[src/dmem_pkg.sv]
package dmem_pkg;

    localparam int ADDR_WIDTH = 32;
    localparam int DATA_WIDTH = 32;
    localparam int MASK_WIDTH = DATA_WIDTH / 8;

    // loads first, then stores
    typedef enum logic [2:0] {
        LB,
        LBU,
        LH,
        LHU,
        LW,
        SB,
        SH,
        SW
    } mem_opcode_t;

    // one operation as issued by the pipeline, 67 bits
    typedef struct packed {
        mem_opcode_t             opcode;
        logic [ADDR_WIDTH-1:0]   addr;  // byte address
        logic [DATA_WIDTH-1:0]   data;  // store data, low bits used for SB/SH
    } mem_op_t;

    // memory port request, 72 bits
    typedef struct packed {
        logic [ADDR_WIDTH-1:0]   addr;  // word aligned
        logic [MASK_WIDTH-1:0]   rmask;
        logic [MASK_WIDTH-1:0]   wmask;
        logic [DATA_WIDTH-1:0]   wdata; // already in its byte lanes
    } mem_req_t;

    // a request counts only while one of its masks is set
    function automatic logic req_valid(input mem_req_t req);
        return (req.rmask != '0) || (req.wmask != '0);
    endfunction

    function automatic logic is_store(input mem_opcode_t opc);
        return opc inside {SB, SH, SW};
    endfunction

    function automatic logic is_load(input mem_opcode_t opc);
        return opc inside {LB, LBU, LH, LHU, LW};
    endfunction

endpackage

[src/dcache_req_hold.sv]
`timescale 1ns/1ps

module dcache_req_hold import dmem_pkg::*; (
    input  logic     clk,
    input  logic     rst,
    input  mem_req_t cpu_req,
    input  logic     ufp_resp,
    output mem_req_t ufp_req
);

    mem_req_t held;
    logic     held_valid;
    logic     cpu_valid;
    logic     pass_through;

    assign held_valid   = req_valid(held);
    assign cpu_valid    = req_valid(cpu_req);
    assign pass_through = !held_valid && cpu_valid; // idle, show new request at once

    always_ff @(posedge clk) begin
        if (rst) begin
            held <= '0;
        end else if (ufp_resp) begin
            // response ends the held request, pick up a follow-on if one is there
            if (cpu_valid) begin
                held <= cpu_req;
            end else begin
                held <= '0;
            end
        end else if (pass_through) begin
            held <= cpu_req;
        end
    end

    always_comb begin
        if (pass_through) begin
            ufp_req = cpu_req;
        end else begin
            ufp_req = held;
        end
    end

    // memory sees a stable request from first appearance until it answers
    assert property (@(posedge clk) disable iff (rst)
        req_valid(ufp_req) && !ufp_resp |=> ufp_req == $past(ufp_req));

endmodule

[config.mk]
export PLATFORM = sky130hd
export DESIGN_NAME = dcache_req_hold
export DESIGN_NICKNAME = d
export VERILOG_FILES = /design/src/dmem_pkg.sv /design/src/dcache_req_hold.sv
export SDC_FILE = /design/constraint.sdc
export NUM_CORES = 1
export LEC_CHECK = 0
export BUFFER_PORTS_ARGS = -buffer_cell sky130_fd_sc_hd__buf_2
export CAP_MARGIN = 20
export CELL_PAD_IN_SITES_DETAIL_PLACEMENT = 2
export CELL_PAD_IN_SITES_GLOBAL_PLACEMENT = 2
export CORE_MARGIN = 10
export CORE_UTILIZATION = 28
export CTS_CLUSTER_DIAMETER = 150
export DETAILED_ROUTE_END_ITERATION = 16
export PLACE_DENSITY_LB_ADDON = 0.25
export RECOVER_POWER = 50
export SYNTH_ARGS = -nofsm -noshare
export SYNTH_HDL_FRONTEND = slang
export SYNTH_SLANG_ARGS = --single-unit
[constraint.sdc]
create_clock -name clk -period 2.4 [get_ports clk]
set_clock_uncertainty 0.05 [all_clocks]
set_input_delay 0 -clock clk [delete_from_list [all_inputs] [get_ports clk]]
set_output_delay 0 -clock clk [all_outputs]
set_load 0.005 [all_outputs]
== After elaboration in Yosys (flattened, before gate mapping) ==
Index checks and enable logic that the tools add are counted.
Storage, ports and cells
  register bits: 72
  bits of input ports: 75
  output and inout port bits: 72
  word-level logic and storage cells: 15
Operators by class
  muxes and demuxes: 3
  reductions and logical operators: 8
Operators by type and width (count)
  two-way mux 72 bit: 3
  nonzero test 4 bit: 4
  logical OR 1 bit: 2
  logical AND 1 bit: 1
  logical NOT 1 bit: 1

== Logic depth before layout (Yosys ltp) ==
  word-level depth: 6
  depth in mapped cells: 6
  mapped depth without buffers: 4

== Worst setup path after synthesis ==
Ideal clock, no wire load.
  path kind: register to output
  from: reg held[34] (netlist name)
  to: out ufp_req[45] (netlist name)
  arrival: 1.880 ns
  required time: 2.350 ns
  slack: 0.470 ns
  stages on the path, launching flop included: 6
  buffers on the path: 2
  cell sequence: dfxtp_1 or4_4 a211oi_2 buf_4 buf_4 mux2_2
RTL lines
  start, declared: line dcache_req_hold.sv:11  | mem_req_t held;
  start signal, assigned: line dcache_req_hold.sv:26  | held <= cpu_req;
  start signal, assigned: line dcache_req_hold.sv:31  | held <= cpu_req;
  end, declared: line dcache_req_hold.sv:8  | output mem_req_t ufp_req

==> results.md <==
- Minimum clock period: 2419 ps
- GP Congestion: roughly 0.7
- Synth area leaders: dfxtp_1 (46%), a22o_1 (19%), mux2_2 (17%)
- Top Registers: held: 72 flops
- Relative slew slack: 0.6174
- Root Driver: clkbuf_8
- Post-synthesis register bit count: 72
- H-tree Lvls: 3
- R2r setup slk: 110 ps
- DIE AREA: 15830 um2
- Worst slew pin tran: 569.1 ps
- Clock Pin Slew Worst Setup and Hold Paths: ~80 ps
- Status: complete, but fails checks
- Final period util: 1.008
- Initial antenna violation count: 0
- Hold Crit Depth: 3
- Total grt overflow: 0
- GRT Total Usage: 0.1557
- Max reg flops: 72
- Layout Cell Area excl Fill: 5649 um2
- First-pass GRT wire length: 20180 um
- Compound-Gate Fraction of Synth Area: 0.2355
- Most flops, register: held
- ANT nets after route: 0
- Critical Path Start Type: flip-flop
- Die height: between 100 and 150 um
- HP Start: ufp_resp
- Fin Hold WS: 50.41 ps
- Syn Std Cell Area: 3134 um2
- Critical Path Start: held[38]
- Hold Path Class: primary input to flip-flop
- DRC Markers: 0
- Path depth of the worst reg2reg path: 7
- Nets: roughly 560
- Vias in the first global route: approximately 3600
- Pleak: 2.648 nW
- Vias per cell: 4.904
- Largest net degree at the start of global routing: 41
- Yosys top cell area share: 0.4599
- Max Freq: 413.4 MHz
- Overall die width: roughly 130 um
- Syn Area/Cell: 12.24 um2
- Num rows: 38
- # IOs: approximately 150
- Final setup viols: 16
- Max-Cap Viols: 0
- Cell variety after synth: 20
- Initial DRC count: 147
- Post-synthesis adder-cell area fraction: 0
- Final WS setup: -18.76 ps
- FF-to-FF Start: held[38]
- Synth Instances: 256
- Multiplexer share of the synthesized area: 0.2299
- Largest family of logic cells by synthesized area: compound AO/OA/AOI/OAI gates
- Reg2reg end: held[18]
- Post-Synth XOR/XNOR Area: 0
- CP Max Fanout: 14
- Cts bufs inserted: 9
- Share of layout cells above drive strength 1: 0.5155
- Hpwl dp: 7620 um
- P&R area growth vs syn: 80.24%
- Place WS: 187.6 ps
- Ant. Diodes: 0
- DR pass1 iterations: 4
- Final core occ: 0.5188
- Critical path data required time: 2350 ps
- WL per Instance: 22.65 um
- YS warnings: 0
- Number of vias in the routed layout: 3065
- Aggregate routed wire length: 14160 um
- Failing checks: negative setup slack
- Simple logic cell fraction of the synthesized area: 0.02754
- Sequential area share after synthesis: 0.4599
- Worst Setup End Kind: primary output
- Placed Area: around 4000 um2
- Slew Limit Fails: 0
- Number of buffers added on ports: 146
- Core box area: between 10000 and 15000 um2
- Critical path class: flip-flop to primary output
- Syn Nets: 331
- Arrival time at the worst endpoint: 2370 ps
- Starting density of the core: 0.2879
- Worst skew pair latency: between 300 and 400 ps
- Worst VDD drop: 322.1 uV
- Pwr/cell area: between 600 and 700 nW/um2
- Unrepaired setup endpoints after global routing: yes
- Placed insts: 526
- Layout Cells excl Fill: 625
- Tot Pwr: 3.755 mW
- CTS tree: done
- Most area-hungry cell type in the Yosys netlist: dfxtp_1
- Fin. Hold Viols: 0
- TNS Setup: -124.1 ps
- FILL cells: between 1000 and 1500
- Min-Delay Endpoint: held[35]
- Clock sink count: 72
- Longest Clk Path Bufs: 2
synth_stat cells:
master,n
a211oi_2,1
a211oi_4,1
a21o_1,8
a21oi_1,4
a22o_1,68
buf_2,4
buf_4,4
buf_6,6
clkbuf_1,8
dfxtp_1,72
mux2_1,18
mux2_2,46
nand2b_1,4
nor2_1,2
nor3_2,1
nor4_2,2
o21ai_1,4
o21ba_1,1
or4_1,1
or4_4,1
worst max-delay path, stage by stage (launching register included):
cell,delay (ps)
dfxtp_2,330
or4_4,550
a211oi_4,280
buf_6,210
buf_12,160
mux2_2,340
buf_2,140
cell type report:
class	count	area (um2)	area share
repair buffers	235	2074	0.3672
multi-input cells	162	1750	0.3099
clock buffers	11	151.4	0.02680
flip-flops and latches	72	1443	0.2554
well taps	140	175.2	0.03101
clock inverters	5	55.05	0.009745
how the worst max path moves through the flow:
stage                       end  slack [ps]  cells after the start
floorplan           ufp_req[45]         470                      5
global placement       held[53]         240                      6
detailed placement     held[51]         190                      6
CTS                 ufp_req[59]         -60                      6
global route         ufp_req[8]        -110                      6
finish               ufp_req[1]         -20                      6
cell usage in the layout (no fill, tap or decap), types with 8 or more instances in the layout:
cell | synthesis | routed
dfxtp_1 | 72 | 71
dlygate4sd3_1 | 0 | 73
clkbuf_8 | 0 | 11
buf_2 | 4 | 94
a21o_1 | 8 | 8
mux2_4 | 0 | 50
a22o_1 | 68 | 68
buf_6 | 6 | 54
mux2_2 | 46 | 14
where the power goes:
| group | total [mW] | internal, mW | switching, mW |
|---|---|---|---|
| registers | 1.37 | 1.30 | 0.0656 |
| clock network | 1.01 | 0.534 | 0.475 |
| logic | 1.38 | 0.852 | 0.528 |
cells by family (layout without fill, tap and decap cells):
logic type | Yosys count | in the layout
AOI/OAI and AO/OA | 87 | 87
buffers and inverters | 22 | 251
DFF | 72 | 72
muxes | 64 | 64
and+or+nand+nor | 11 | 11
per-layer routing:
metal,wire length [um],vias up,track usage
met2,7713,98,0.2913
met4,203,0,0.04823
met1,5554,1515,0.1675
met3,683,16,0.03901
li1,-,1436,-
met5,0,-,0
repair_timing:
item	4_1_cts	5_1_grt
setup endpoints to repair	64	64
pin swaps	1	0
buffers inserted	3	1
cloned	3	3
hold endpoints to repair	72	0
hold buffers	73	0
resized for setup	15	99
No activity file was read; power rests on OpenSTA's default activity.
