**src/dmem_pkg.sv**
```systemverilog
package dmem_pkg;

    localparam int ADDR_WIDTH = 32;
    localparam int DATA_WIDTH = 32;
    localparam int MASK_WIDTH = DATA_WIDTH / 8;

    // loads first, then stores
    typedef enum logic [2:0] {
        LB,
        LBU,
        LH,
        LHU,
        LW,
        SB,
        SH,
        SW
    } mem_opcode_t;

    // one operation as issued by the pipeline, 67 bits
    typedef struct packed {
        mem_opcode_t             opcode;
        logic [ADDR_WIDTH-1:0]   addr;  // byte address
        logic [DATA_WIDTH-1:0]   data;  // store data, low bits used for SB/SH
    } mem_op_t;

    // memory port request, 72 bits
    typedef struct packed {
        logic [ADDR_WIDTH-1:0]   addr;  // word aligned
        logic [MASK_WIDTH-1:0]   rmask;
        logic [MASK_WIDTH-1:0]   wmask;
        logic [DATA_WIDTH-1:0]   wdata; // already in its byte lanes
    } mem_req_t;

    // a request counts only while one of its masks is set
    function automatic logic req_valid(input mem_req_t req);
        return (req.rmask != '0) || (req.wmask != '0);
    endfunction

    function automatic logic is_store(input mem_opcode_t opc);
        return opc inside {SB, SH, SW};
    endfunction

    function automatic logic is_load(input mem_opcode_t opc);
        return opc inside {LB, LBU, LH, LHU, LW};
    endfunction

endpackage

```
**src/mem_stage.sv**
```systemverilog
`timescale 1ns/1ps

module mem_stage import dmem_pkg::*; (
    input  logic                  clk,
    input  logic                  rst,
    input  logic                  op_valid,
    input  mem_op_t               op,
    output logic                  op_ready,
    output mem_req_t              cpu_req,
    input  logic                  ufp_resp,
    input  logic [DATA_WIDTH-1:0] ufp_rdata,
    output logic                  load_valid,
    output logic [DATA_WIDTH-1:0] load_data
);

    typedef enum logic {
        IDLE,
        WAIT
    } state_t;

    state_t                state;
    mem_opcode_t           pend_op;
    logic [1:0]            pend_off;
    logic                  accept;
    logic [MASK_WIDTH-1:0] size_mask;
    logic [MASK_WIDTH-1:0] lane_mask;
    logic [DATA_WIDTH-1:0] rdata_shifted;

    // a new op may enter in the same cycle the pending one is answered
    assign op_ready = (state == IDLE) || ufp_resp;
    assign accept   = op_valid && op_ready;

    always_comb begin
        case (op.opcode)
            LB, LBU, SB: size_mask = 4'b0001;
            LH, LHU, SH: size_mask = 4'b0011;
            default:     size_mask = 4'b1111;
        endcase
        lane_mask = size_mask << op.addr[1:0];

        cpu_req = '0; // masks stay zero unless an op is taken this cycle
        if (accept) begin
            cpu_req.addr = {op.addr[ADDR_WIDTH-1:2], 2'b00};
            if (is_store(op.opcode)) begin
                cpu_req.wmask = lane_mask;
                cpu_req.wdata = op.data << {op.addr[1:0], 3'b000};
            end else begin
                cpu_req.rmask = lane_mask;
            end
        end
    end

    always_ff @(posedge clk) begin
        if (rst) begin
            state <= IDLE;
        end else begin
            case (state)
                IDLE: if (accept) state <= WAIT;
                WAIT: if (ufp_resp && !accept) state <= IDLE;
                default: state <= IDLE;
            endcase
        end
    end

    // opcode and offset of the outstanding access
    always_ff @(posedge clk) begin
        if (accept) begin
            pend_op  <= op.opcode;
            pend_off <= op.addr[1:0];
        end
    end

    assign rdata_shifted = ufp_rdata >> {pend_off, 3'b000};
    assign load_valid    = (state == WAIT) && ufp_resp && is_load(pend_op);

    always_comb begin
        case (pend_op)
            LB:      load_data = {{24{rdata_shifted[7]}}, rdata_shifted[7:0]};
            LBU:     load_data = {24'h0, rdata_shifted[7:0]};
            LH:      load_data = {{16{rdata_shifted[15]}}, rdata_shifted[15:0]};
            LHU:     load_data = {16'h0, rdata_shifted[15:0]};
            LW:      load_data = ufp_rdata;
            default: load_data = '0;
        endcase
    end

    // misaligned accesses are not supported by the memory path
    assert property (@(posedge clk) disable iff (rst)
        accept && (op.opcode inside {LH, LHU, SH}) |-> (op.addr[0] == 1'b0));

    assert property (@(posedge clk) disable iff (rst)
        accept && (op.opcode inside {LW, SW}) |-> (op.addr[1:0] == 2'b00));

endmodule

```
**config.mk**
```make
export PLATFORM = sky130hd
export DESIGN_NAME = mem_stage
export DESIGN_NICKNAME = d
export VERILOG_FILES = /design/src/dmem_pkg.sv /design/src/mem_stage.sv
export SDC_FILE = /design/constraint.sdc
export NUM_CORES = 1
export LEC_CHECK = 0
export CAP_MARGIN = 40
export CORE_UTILIZATION = 30
export DETAILED_ROUTE_END_ITERATION = 8
export DONT_BUFFER_PORTS = 1
export PLACE_DENSITY = 0.51
export SETUP_SLACK_MARGIN = 0.15
export SLEW_MARGIN = 10
export SYNTH_ARGS = -nofsm -noshare
export SYNTH_HDL_FRONTEND = slang
export SYNTH_SLANG_ARGS = --single-unit
export TNS_END_PERCENT = 10
```
**constraint.sdc**
```tcl
create_clock -name clk -period 2.2 [get_ports clk]
set_input_delay 0.66 -clock clk [delete_from_list [all_inputs] [get_ports clk]]
set_output_delay 0.66 -clock clk [all_outputs]
set_load 0.05 [all_outputs]
```
# Yosys cells after proc, flatten, opt, wreduce, memory -nomap -nowiden
# Cells that the tools add are included.
[totals]
output_inout_bits = 106
wordCells = 37
regBits = 6
[op_classes]
n_eq_ne = 10
shifts = 3
n_bitwise = 1
n_mux = 8
n_reduce_logical = 12
[op_table]
columns = ["op", "n"]
rows = [
  ["$pmux W32 S5", 1],
  ["$mux W72", 1],
  ["$mux W36", 1],
  ["$shl A32 B5 Y32", 1],
  ["$shr A32 B5 Y16", 1],
  ["$eq A3 B2 Y1 const B", 4],
  ["$eq A3 B3 Y1 const B", 4],
  ["$pmux W4 S2", 1],
  ["$eq A3 B1 Y1 const B", 2],
  ["$logic_not A3 Y1", 2],
  ["$reduce_or A3 Y1", 2],
  ["$reduce_bool A5 Y1", 1],
  ["$logic_and A1 B1 Y1", 4],
  ["$mux W4", 1],
  ["$shl A4 B2 Y4", 1],
  ["$reduce_bool A3 Y1", 1],
  ["$mux W1", 2],
  ["$pmux W1 S2", 1],
  ["$logic_not A1 Y1", 1],
  ["$logic_or A1 B1 Y1", 1],
  ["$not A1 Y1", 1],
]

# Longest topological paths before layout
# Gate-level depths: netlist of run 1.
[depth]
depth_word = 7
mapped_depth = 5
depth_no_buf = 3

# Least setup slack after synthesis of run 1
# Ideal clock, no wire load.
[synth_timing]
kind = "input to output"
startpoint = "in op[65] (netlist name)"
endpoint = "out cpu_req[31] (netlist name)"
stages = 5
slack_ns = -0.979
arrival_ns = 2.519
cell_sequence = "buf_2 > o21a_1 > nand3_2 > buf_2 > a211oi_1"
[synth_lines]
columns = ["element", "line", "source"]
rows = [
  ["start: declaration", "mem_stage.sv:7", "input mem_op_t op,"],
  ["end: declaration", "mem_stage.sv:9", "output mem_req_t cpu_req,"],
]

# Worst setup path in the final report of run 1
[layout_timing]
startpoint = "reg pend_off[1]"
endpoint = "out load_data[14]"
[layout_between]
elab_chain_len = 2
[layout_rtl]
columns = ["element", "line", "source"]
rows = [
  ["start: declaration", "mem_stage.sv:23", "logic [1:0] pend_off;"],
  ["start signal: assignment", "mem_stage.sv:69", "pend_off <= op.addr[1:0];"],
  ["$shr A32 B5 Y16", "mem_stage.sv:73", "assign rdata_shifted = ufp_rdata >> {pend_off, 3'b000};"],
  ["$pmux W32 S5", "mem_stage.sv:77", "case (pend_op)"],
  ["end: declaration", "mem_stage.sv:13", "output logic [DATA_WIDTH-1:0] load_data"],
]
# No other way between the ends.

==> flow_summary.ini, run 1 <==
[run_status]
outcome = finished, violations left
failed_checks = design-rule violations, negative setup slack

[grt]
first_global_vias = 2726
antenna_found_initial = 0
grt_pass1_wl_um = 13700
grt_overflow_total = 0
grt_max_degree = 42
grtUsageTotal_pct = 23.2

[worst_hold_path]
whs_endpoint = state
hold_path.class = input pin to register
whs_path_depth = 1
min_from = rst

[worst_setup_path]
crit_path_max_fanout = 4
rrSetupSlack_ns = 1.00
end_kind = output port
cp.required_ns = 1.54
crit_path_max_incr_delay_ns = 0.49
rr_startpoint = state
cp_cell_sequence = mux2_4 -> a32oi_4 -> buf_6 -> o211ai_1 -> buf_4
r2r_end = pend_op[1]
worstSetupStartpoint = pend_off[1]
path_class = register to output port
crit_arrival_ns = 1.77
reg2reg_depth = 4
slowest_stage = edfxtp_1
crit_path_start_kind = register

[timing]
finClkSkew_ns = 0.00524
setup_viol = 33
maxSlewHeadroom_pct = 66.6
tns_ns = -6.03
worst_pin_slew_ns = 0.486
rsz0062_at_grt = yes
worst_slack_ns = -0.227
slew_viol_final = 0
hold_viol = 0
finalCriticalPeriod_ns = 2.43
fin_crit_sh_pct = 110
max_freq_mhz = 412

[logic_synthesis]
synth_cells = 300
synthMuxAreaShare_pct = 13.2
synth-xor-area-share_pct = 0.855
synth-compound-area-share_pct = 30.0
ys_seq_elements = 6
syn_avg_cell_area_um2 = 6.83
ys_types = 42
synthArstFlopShare_pct = 0
syn_area_mm2 = 0.00205
synth_top_family_by_area = simple AND/OR/NAND/NOR gates
synth_ff_type = edfxtp_1
synthSimpleGateAreaFrac_pct = 38.3
ys_seq_area_share_pct = 8.30
yosys_warnings = 0
synth_edf_count = 5
synthAdderAreaFrac_pct = 0

[route]
routedWlPerCell_um = 17.9
via_count = 2686
drtPass1Iterations = 9
drt_iter0_drc = 65
antenna_left = 0
totalWireLength_um = 8610
post_drt_via_cell_ratio = 5.60
drcViolationCount = 7

[place]
port_buffers = 0
dp_hpwl_um = 6680
gp_congestion = 0.793
dp_slack_ns = -0.177

[clocking]
cts-root-buf = clkbuf_8
clk_latency_ns = 0.22
clockBufferDepth = 2
cts_made_buffers = 3
tritoncts = done
cts_max_level = 1
clk_pin_slew_ns = 0.04
clock-sinks = 6
cts_hold_buf = 0

[floorplanning]
die_area_mm2 = 0.00717
io_pins = 209
rows = 29
core-area_mm2 = 0.00646
fp.dieW_um = 84.7
start_util_pct = 31.7
die_y_um = 84.7

[layout]
nNetsFinal = 507
drive_gt1_share_pct = 53.8
syn_to_final_growth_pct = 114
final_core_util_pct = 67.8
final_common_cell = buf_12
antennaDiodeCount = 0
layout_common_cells = 59 x buf_12, 45 x buf_6, 41 x nand2_1, 27 x and3_1, 26 x buf_4

[power]
power_leakage_uw = 0.00178
vdd_drop_max_v = 0.000215
powerDensity_mw_per_mm2 = 341

[flow_run]
cap_viol_max_count = 0
-- worst max-delay path by stage --
| stage | to | slack (ns) | cells after the start |
|---|---|---|---|
| finish | load_data[14] | -0.23 | 5 |
| global route | load_data[9] | -0.29 | 5 |
| CTS | load_data[9] | -0.23 | 5 |
| detailed placement | cpu_req[38] | -0.18 | 5 |
| global placement | cpu_req[38] | -0.15 | 5 |
| floorplan | cpu_req[33] | -0.38 | 4 |
-- cell type report --
cell class | count | area (um^2)
timing repair buffer | 134 | 1940
clock buffer | 4 | 45.0
multi-input combinational | 258 | 2120
tap | 77 | 96.3
fill | 497 | 2080
sequential | 6 | 170
inverter | 1 | 3.75
-- layer usage --
| layer | vias to the layer above | global-route usage [%] | wire [um] |
|---|---|---|---|
| met5 | - | 0 | 0 |
| met4 | 0 | 5.86 | 117 |
| met3 | 10 | 5.21 | 686 |
| met2 | 136 | 44.3 | 4650 |
| met1 | 1258 | 25.9 | 3160 |
| li1 | 1282 | - | - |
-- Yosys cell counts (2+ instances only) --
cell       count  area [um^2]
nor2b_1       18          113
or2_2          9         56.3
buf_1          2         7.51
nand2_1       41          154
buf_4          6         45.0
buf_6          2         22.5
and3b_1        4         35.0
nand2b_1       3         18.8
mux2i_1       24          240
o31ai_1        7         52.6
and2_1        15         93.8
o211ai_1       8         60.1
clkbuf_1      17         63.8
and3_1        31          194
a211oi_1      25          188
nor2_1        14         52.6
buf_2          8         40.0
o21ai_0       19         95.1
a21oi_1       11         55.1
a2bb2oi_1      7         61.3
o21a_1         2         15.0
edfxtp_1       5          150
mux2_4         2         30.0
xnor2_1        2         17.5
-- logic make-up (layout without fill, tap and decap cells) --
group                  Yosys count  in the layout
AO/OA/AOI/OAI                   85             85
XOR/XNOR                         2              2
buffers and inverters           37            139
flip-flops                       6              6
multiplexers                    26             26
other                            1              2
AND/OR/NAND/NOR                143            143
-- flip-flops by register name (all words and copies together), names as in the netlist --
register	flops
pend_op	3
pend_off	2
state	1
-- worst max-delay path, delay by kind of cell (launching register included) --
kind | cells | cell delay (ns)
buffers and inverters | 2 | 0.35
flip-flops | 1 | 0.49
AO/OA/AOI/OAI | 2 | 0.32
multiplexers | 1 | 0.38
-- report_power, final --
group	internal [uW]	switching (uW)	total (uW)
logic	507	680	1190
registers	132	7.07	139
clock network	124	45.3	170
total	763	732	1500
-- what timing repair did --
action	CTS	global route
setup buffers	0	3
endpoints found under the setup margin	102	90
pin swaps	19	2
resized for setup	70	16
-- metrics by stage --
stage | cells | total power (uW) | instance area [um^2] | hold slack [ns]
2_1_floorplan | 301 | 901 | 2390 | 0.729
3_3_place_gp | 473 | 1250 | 3980 | 0.732
3_5_place_dp | 473 | 1260 | 3980 | 0.733
4_1_cts | 477 | 1490 | 4300 | 0.508
5_1_grt | 480 | 1560 | 4380 | 0.509
6_report | 480 | 1500 | 4380 | 0.512
Note: power is estimated with default switching activity, not from simulation.
==> run 2: changes to the inputs <==
--- a/config.mk
+++ b/config.mk
@@ -5,7 +5,9 @@
 export SDC_FILE = /design/constraint.sdc
 export NUM_CORES = 1
 export LEC_CHECK = 0
+export ABC_AREA = 1
 export CAP_MARGIN = 40
+export CORE_MARGIN = 10
 export CORE_UTILIZATION = 30
 export DETAILED_ROUTE_END_ITERATION = 8
 export DONT_BUFFER_PORTS = 1
==> run 2 against run 1 <==
Compared with the run above:
- the run ends with negative setup slack left
- via count grew 32%
- sequential share of layout area shrank 0.50 points
- highest routed layer unchanged
- sequential power is essentially flat
- setup slack gained 0.070 ns
- critical endpoint is now load_data[25]
- register-to-register slack gained 0.06 ns
- area after synthesis grew 6.9%
- clock power grew 4%
- first-iteration DRC count grew to 2.8 times the previous value
- global-route usage shrank 2.9 points
- critical path depth grew 3
==> flow_summary.ini, run 2 <==
[logic_synthesis]
synthTopCellsByArea = nand2_1 31%, nor2_1 16%, nand3_1 11%
synth_ff_type = edfxtp_1
syn_area_mm2 = 0.00219
yosys_warnings = 0
synthArstFlopShare_pct = 0
ys_seq_area_share_pct = 7.77
synth_edf_count = 5
yosys-top-cells-count = 182 x nand2_1, 94 x nor2_1, 65 x inv_1, 50 x nand3_1, 24 x o21ai_0
synth_cells = 477
synth_area_leader_cell = nand2_1
synth_most_common_cell = nand2_1
syn_avg_cell_area_um2 = 4.59
ys_types = 23
ys_seq_elements = 6
yosys.area.top_type_share_pct = 31.2

[grt]
grt_pass1_wl_um = 18700
grt_max_degree = 37
antenna_found_initial = 0
grtUsageTotal_pct = 20.4
grt_overflow_total = 0
first_global_vias = 3514

[clocking]
cts-root-buf = clkbuf_8
tritoncts = done
cts_made_buffers = 3
clk_pin_slew_ns = 0.04
clock-sinks = 6
cts_max_level = 1
clockBufferDepth = 2
clk_latency_ns = 0.23

[route]
drt_iter0_drc = 180
drtPass1Iterations = 5
totalWireLength_um = 12700
post_drt_via_cell_ratio = 5.06
routedWlPerCell_um = 18.0
antenna_left = 0
drcViolationCount = 0
via_count = 3555

[floorplanning]
fp.dieW_um = 105
rows = 31
core-area_mm2 = 0.00718
die_y_um = 105
io_pins = 209
die_area_mm2 = 0.0111
start_util_pct = 30.5

[timing]
max_freq_mhz = 424
slew_viol_final = 0
setup_viol = 51
fin_crit_sh_pct = 107
finalCriticalPeriod_ns = 2.36
rsz0062_at_grt = yes
hold_viol = 0
finClkSkew_ns = 0.00568
worst_slack_ns = -0.157

[worst_setup_path]
cp_cell_sequence = buf_6 -> buf_12 -> nor2_4 -> nand2_2 -> nand2_4 -> nand2_8 -> nand3_1 -> buf_6
crit_path_max_fanout = 8
crit_path_max_incr_delay_ns = 0.42
cp.required_ns = 1.54
path_delay_family = simple AND/OR/NAND/NOR gates
crit_path_start_kind = register
crit_arrival_ns = 1.70
path_class = register to output port
slowest_stage = edfxtp_1
critPathBufInv = 3
cp_common_cell = buf_6
end_kind = output port

[layout]
largest_reg_flops = 3
syn_to_final_growth_pct = 130
antennaDiodeCount = 0
reg_top3 = pend_op (3), pend_off (2), state (1)
layout_common_cells = 164 x nand2_1, 63 x inv_1, 53 x buf_12, 47 x buf_6, 45 x nor2_4
postLayoutCellArea_mm2 = 0.00503
largest-register = pend_op
final_common_cell = nand2_1
nNetsFinal = 707
drive_gt1_share_pct = 47.3

[place]
placed_cell_area_mm2 = 0.00425
port_buffers = 0
gp_congestion = 0.823
dp_slack_ns = -0.0582
dp_hpwl_um = 9210

[worst_hold_path]
hold_path.class = input pin to register

[run_status]
failed_checks = negative setup slack
outcome = finished, violations left

[flow_run]
cap_viol_max_count = 0

[power]
powerDensity_mw_per_mm2 = 330
vdd_drop_max_v = 0.000278
power_leakage_uw = 0.00248
==> run 2: power breakdown <==
group	internal, uW	switching [uW]	leakage (uW)
combinational	514	829	0.00240
sequential	132	8.10	0.0000567
clock	125	51.1	0.0000228
total	771	888	0.00248
==> run 2: cell type report <==
class,count,area [um^2]
Multi-Input combinational cell,378,2330
Clock buffer,4,45.0
Inverter,70,295
Sequential cell,6,170
Tap cell,99,124
Timing Repair Buffer,145,2070
Fill cell,556,2140
==> run 2: worst paths after layout <==
kind | from | to | slack [ns] | cells past startpoint
min | rst | state | 0.51 | 1
min reg2reg | state | state | 0.78 | 3
max reg2reg | state | pend_op[2] | 1.06 | 5
max | pend_off[0] | load_data[25] | -0.16 | 8
==> run 2: routing by layer <==
layer  GRT usage (%)  part of all wire, %  wire length (um)
met4            6.47                  3.2               411
met1            19.0                   29              3660
met2            37.6                   53              6760
met3            10.7                   14              1820
met5               0                    0                 0
==> run 2: timing repair <==
action / 4_1_cts / 5_1_grt
cloned: 6 / 1
pin swaps: 7 / 13
gates resized for setup: 104 / 38
endpoints found under the setup margin: 102 / 102
hold buffers: 0 / 0
setup buffers: 10 / 1
==> run 2: cells by family (layout without fill, tap and decap cells) <==
group / Yosys count / after routing / synth area share (%)
AND/OR/NAND/NOR: 338 / 342 / 63.8
buffers and inverters: 98 / 219 / 20.4
other: 1 / 2 / 0.171
AO/OA/AOI/OAI: 34 / 34 / 7.77
flip-flops: 6 / 6 / 7.77
==> run 2: metrics by stage <==
step | total power, uW | util (%) | hold slack (ns) | std cells | setup TNS (ns)
finish | 1660 | 70.1 | 0.507 | 702 | -3.75
global placement | 1280 | 59.2 | 0.731 | 680 | -0.578
detailed placement | 1300 | 59.2 | 0.734 | 680 | -0.801
global route | 1750 | 70.1 | 0.509 | 702 | -7.92
floorplan | 921 | - | 0.589 | 478 | -5.09
CTS | 1610 | 67.8 | 0.501 | 700 | -2.74
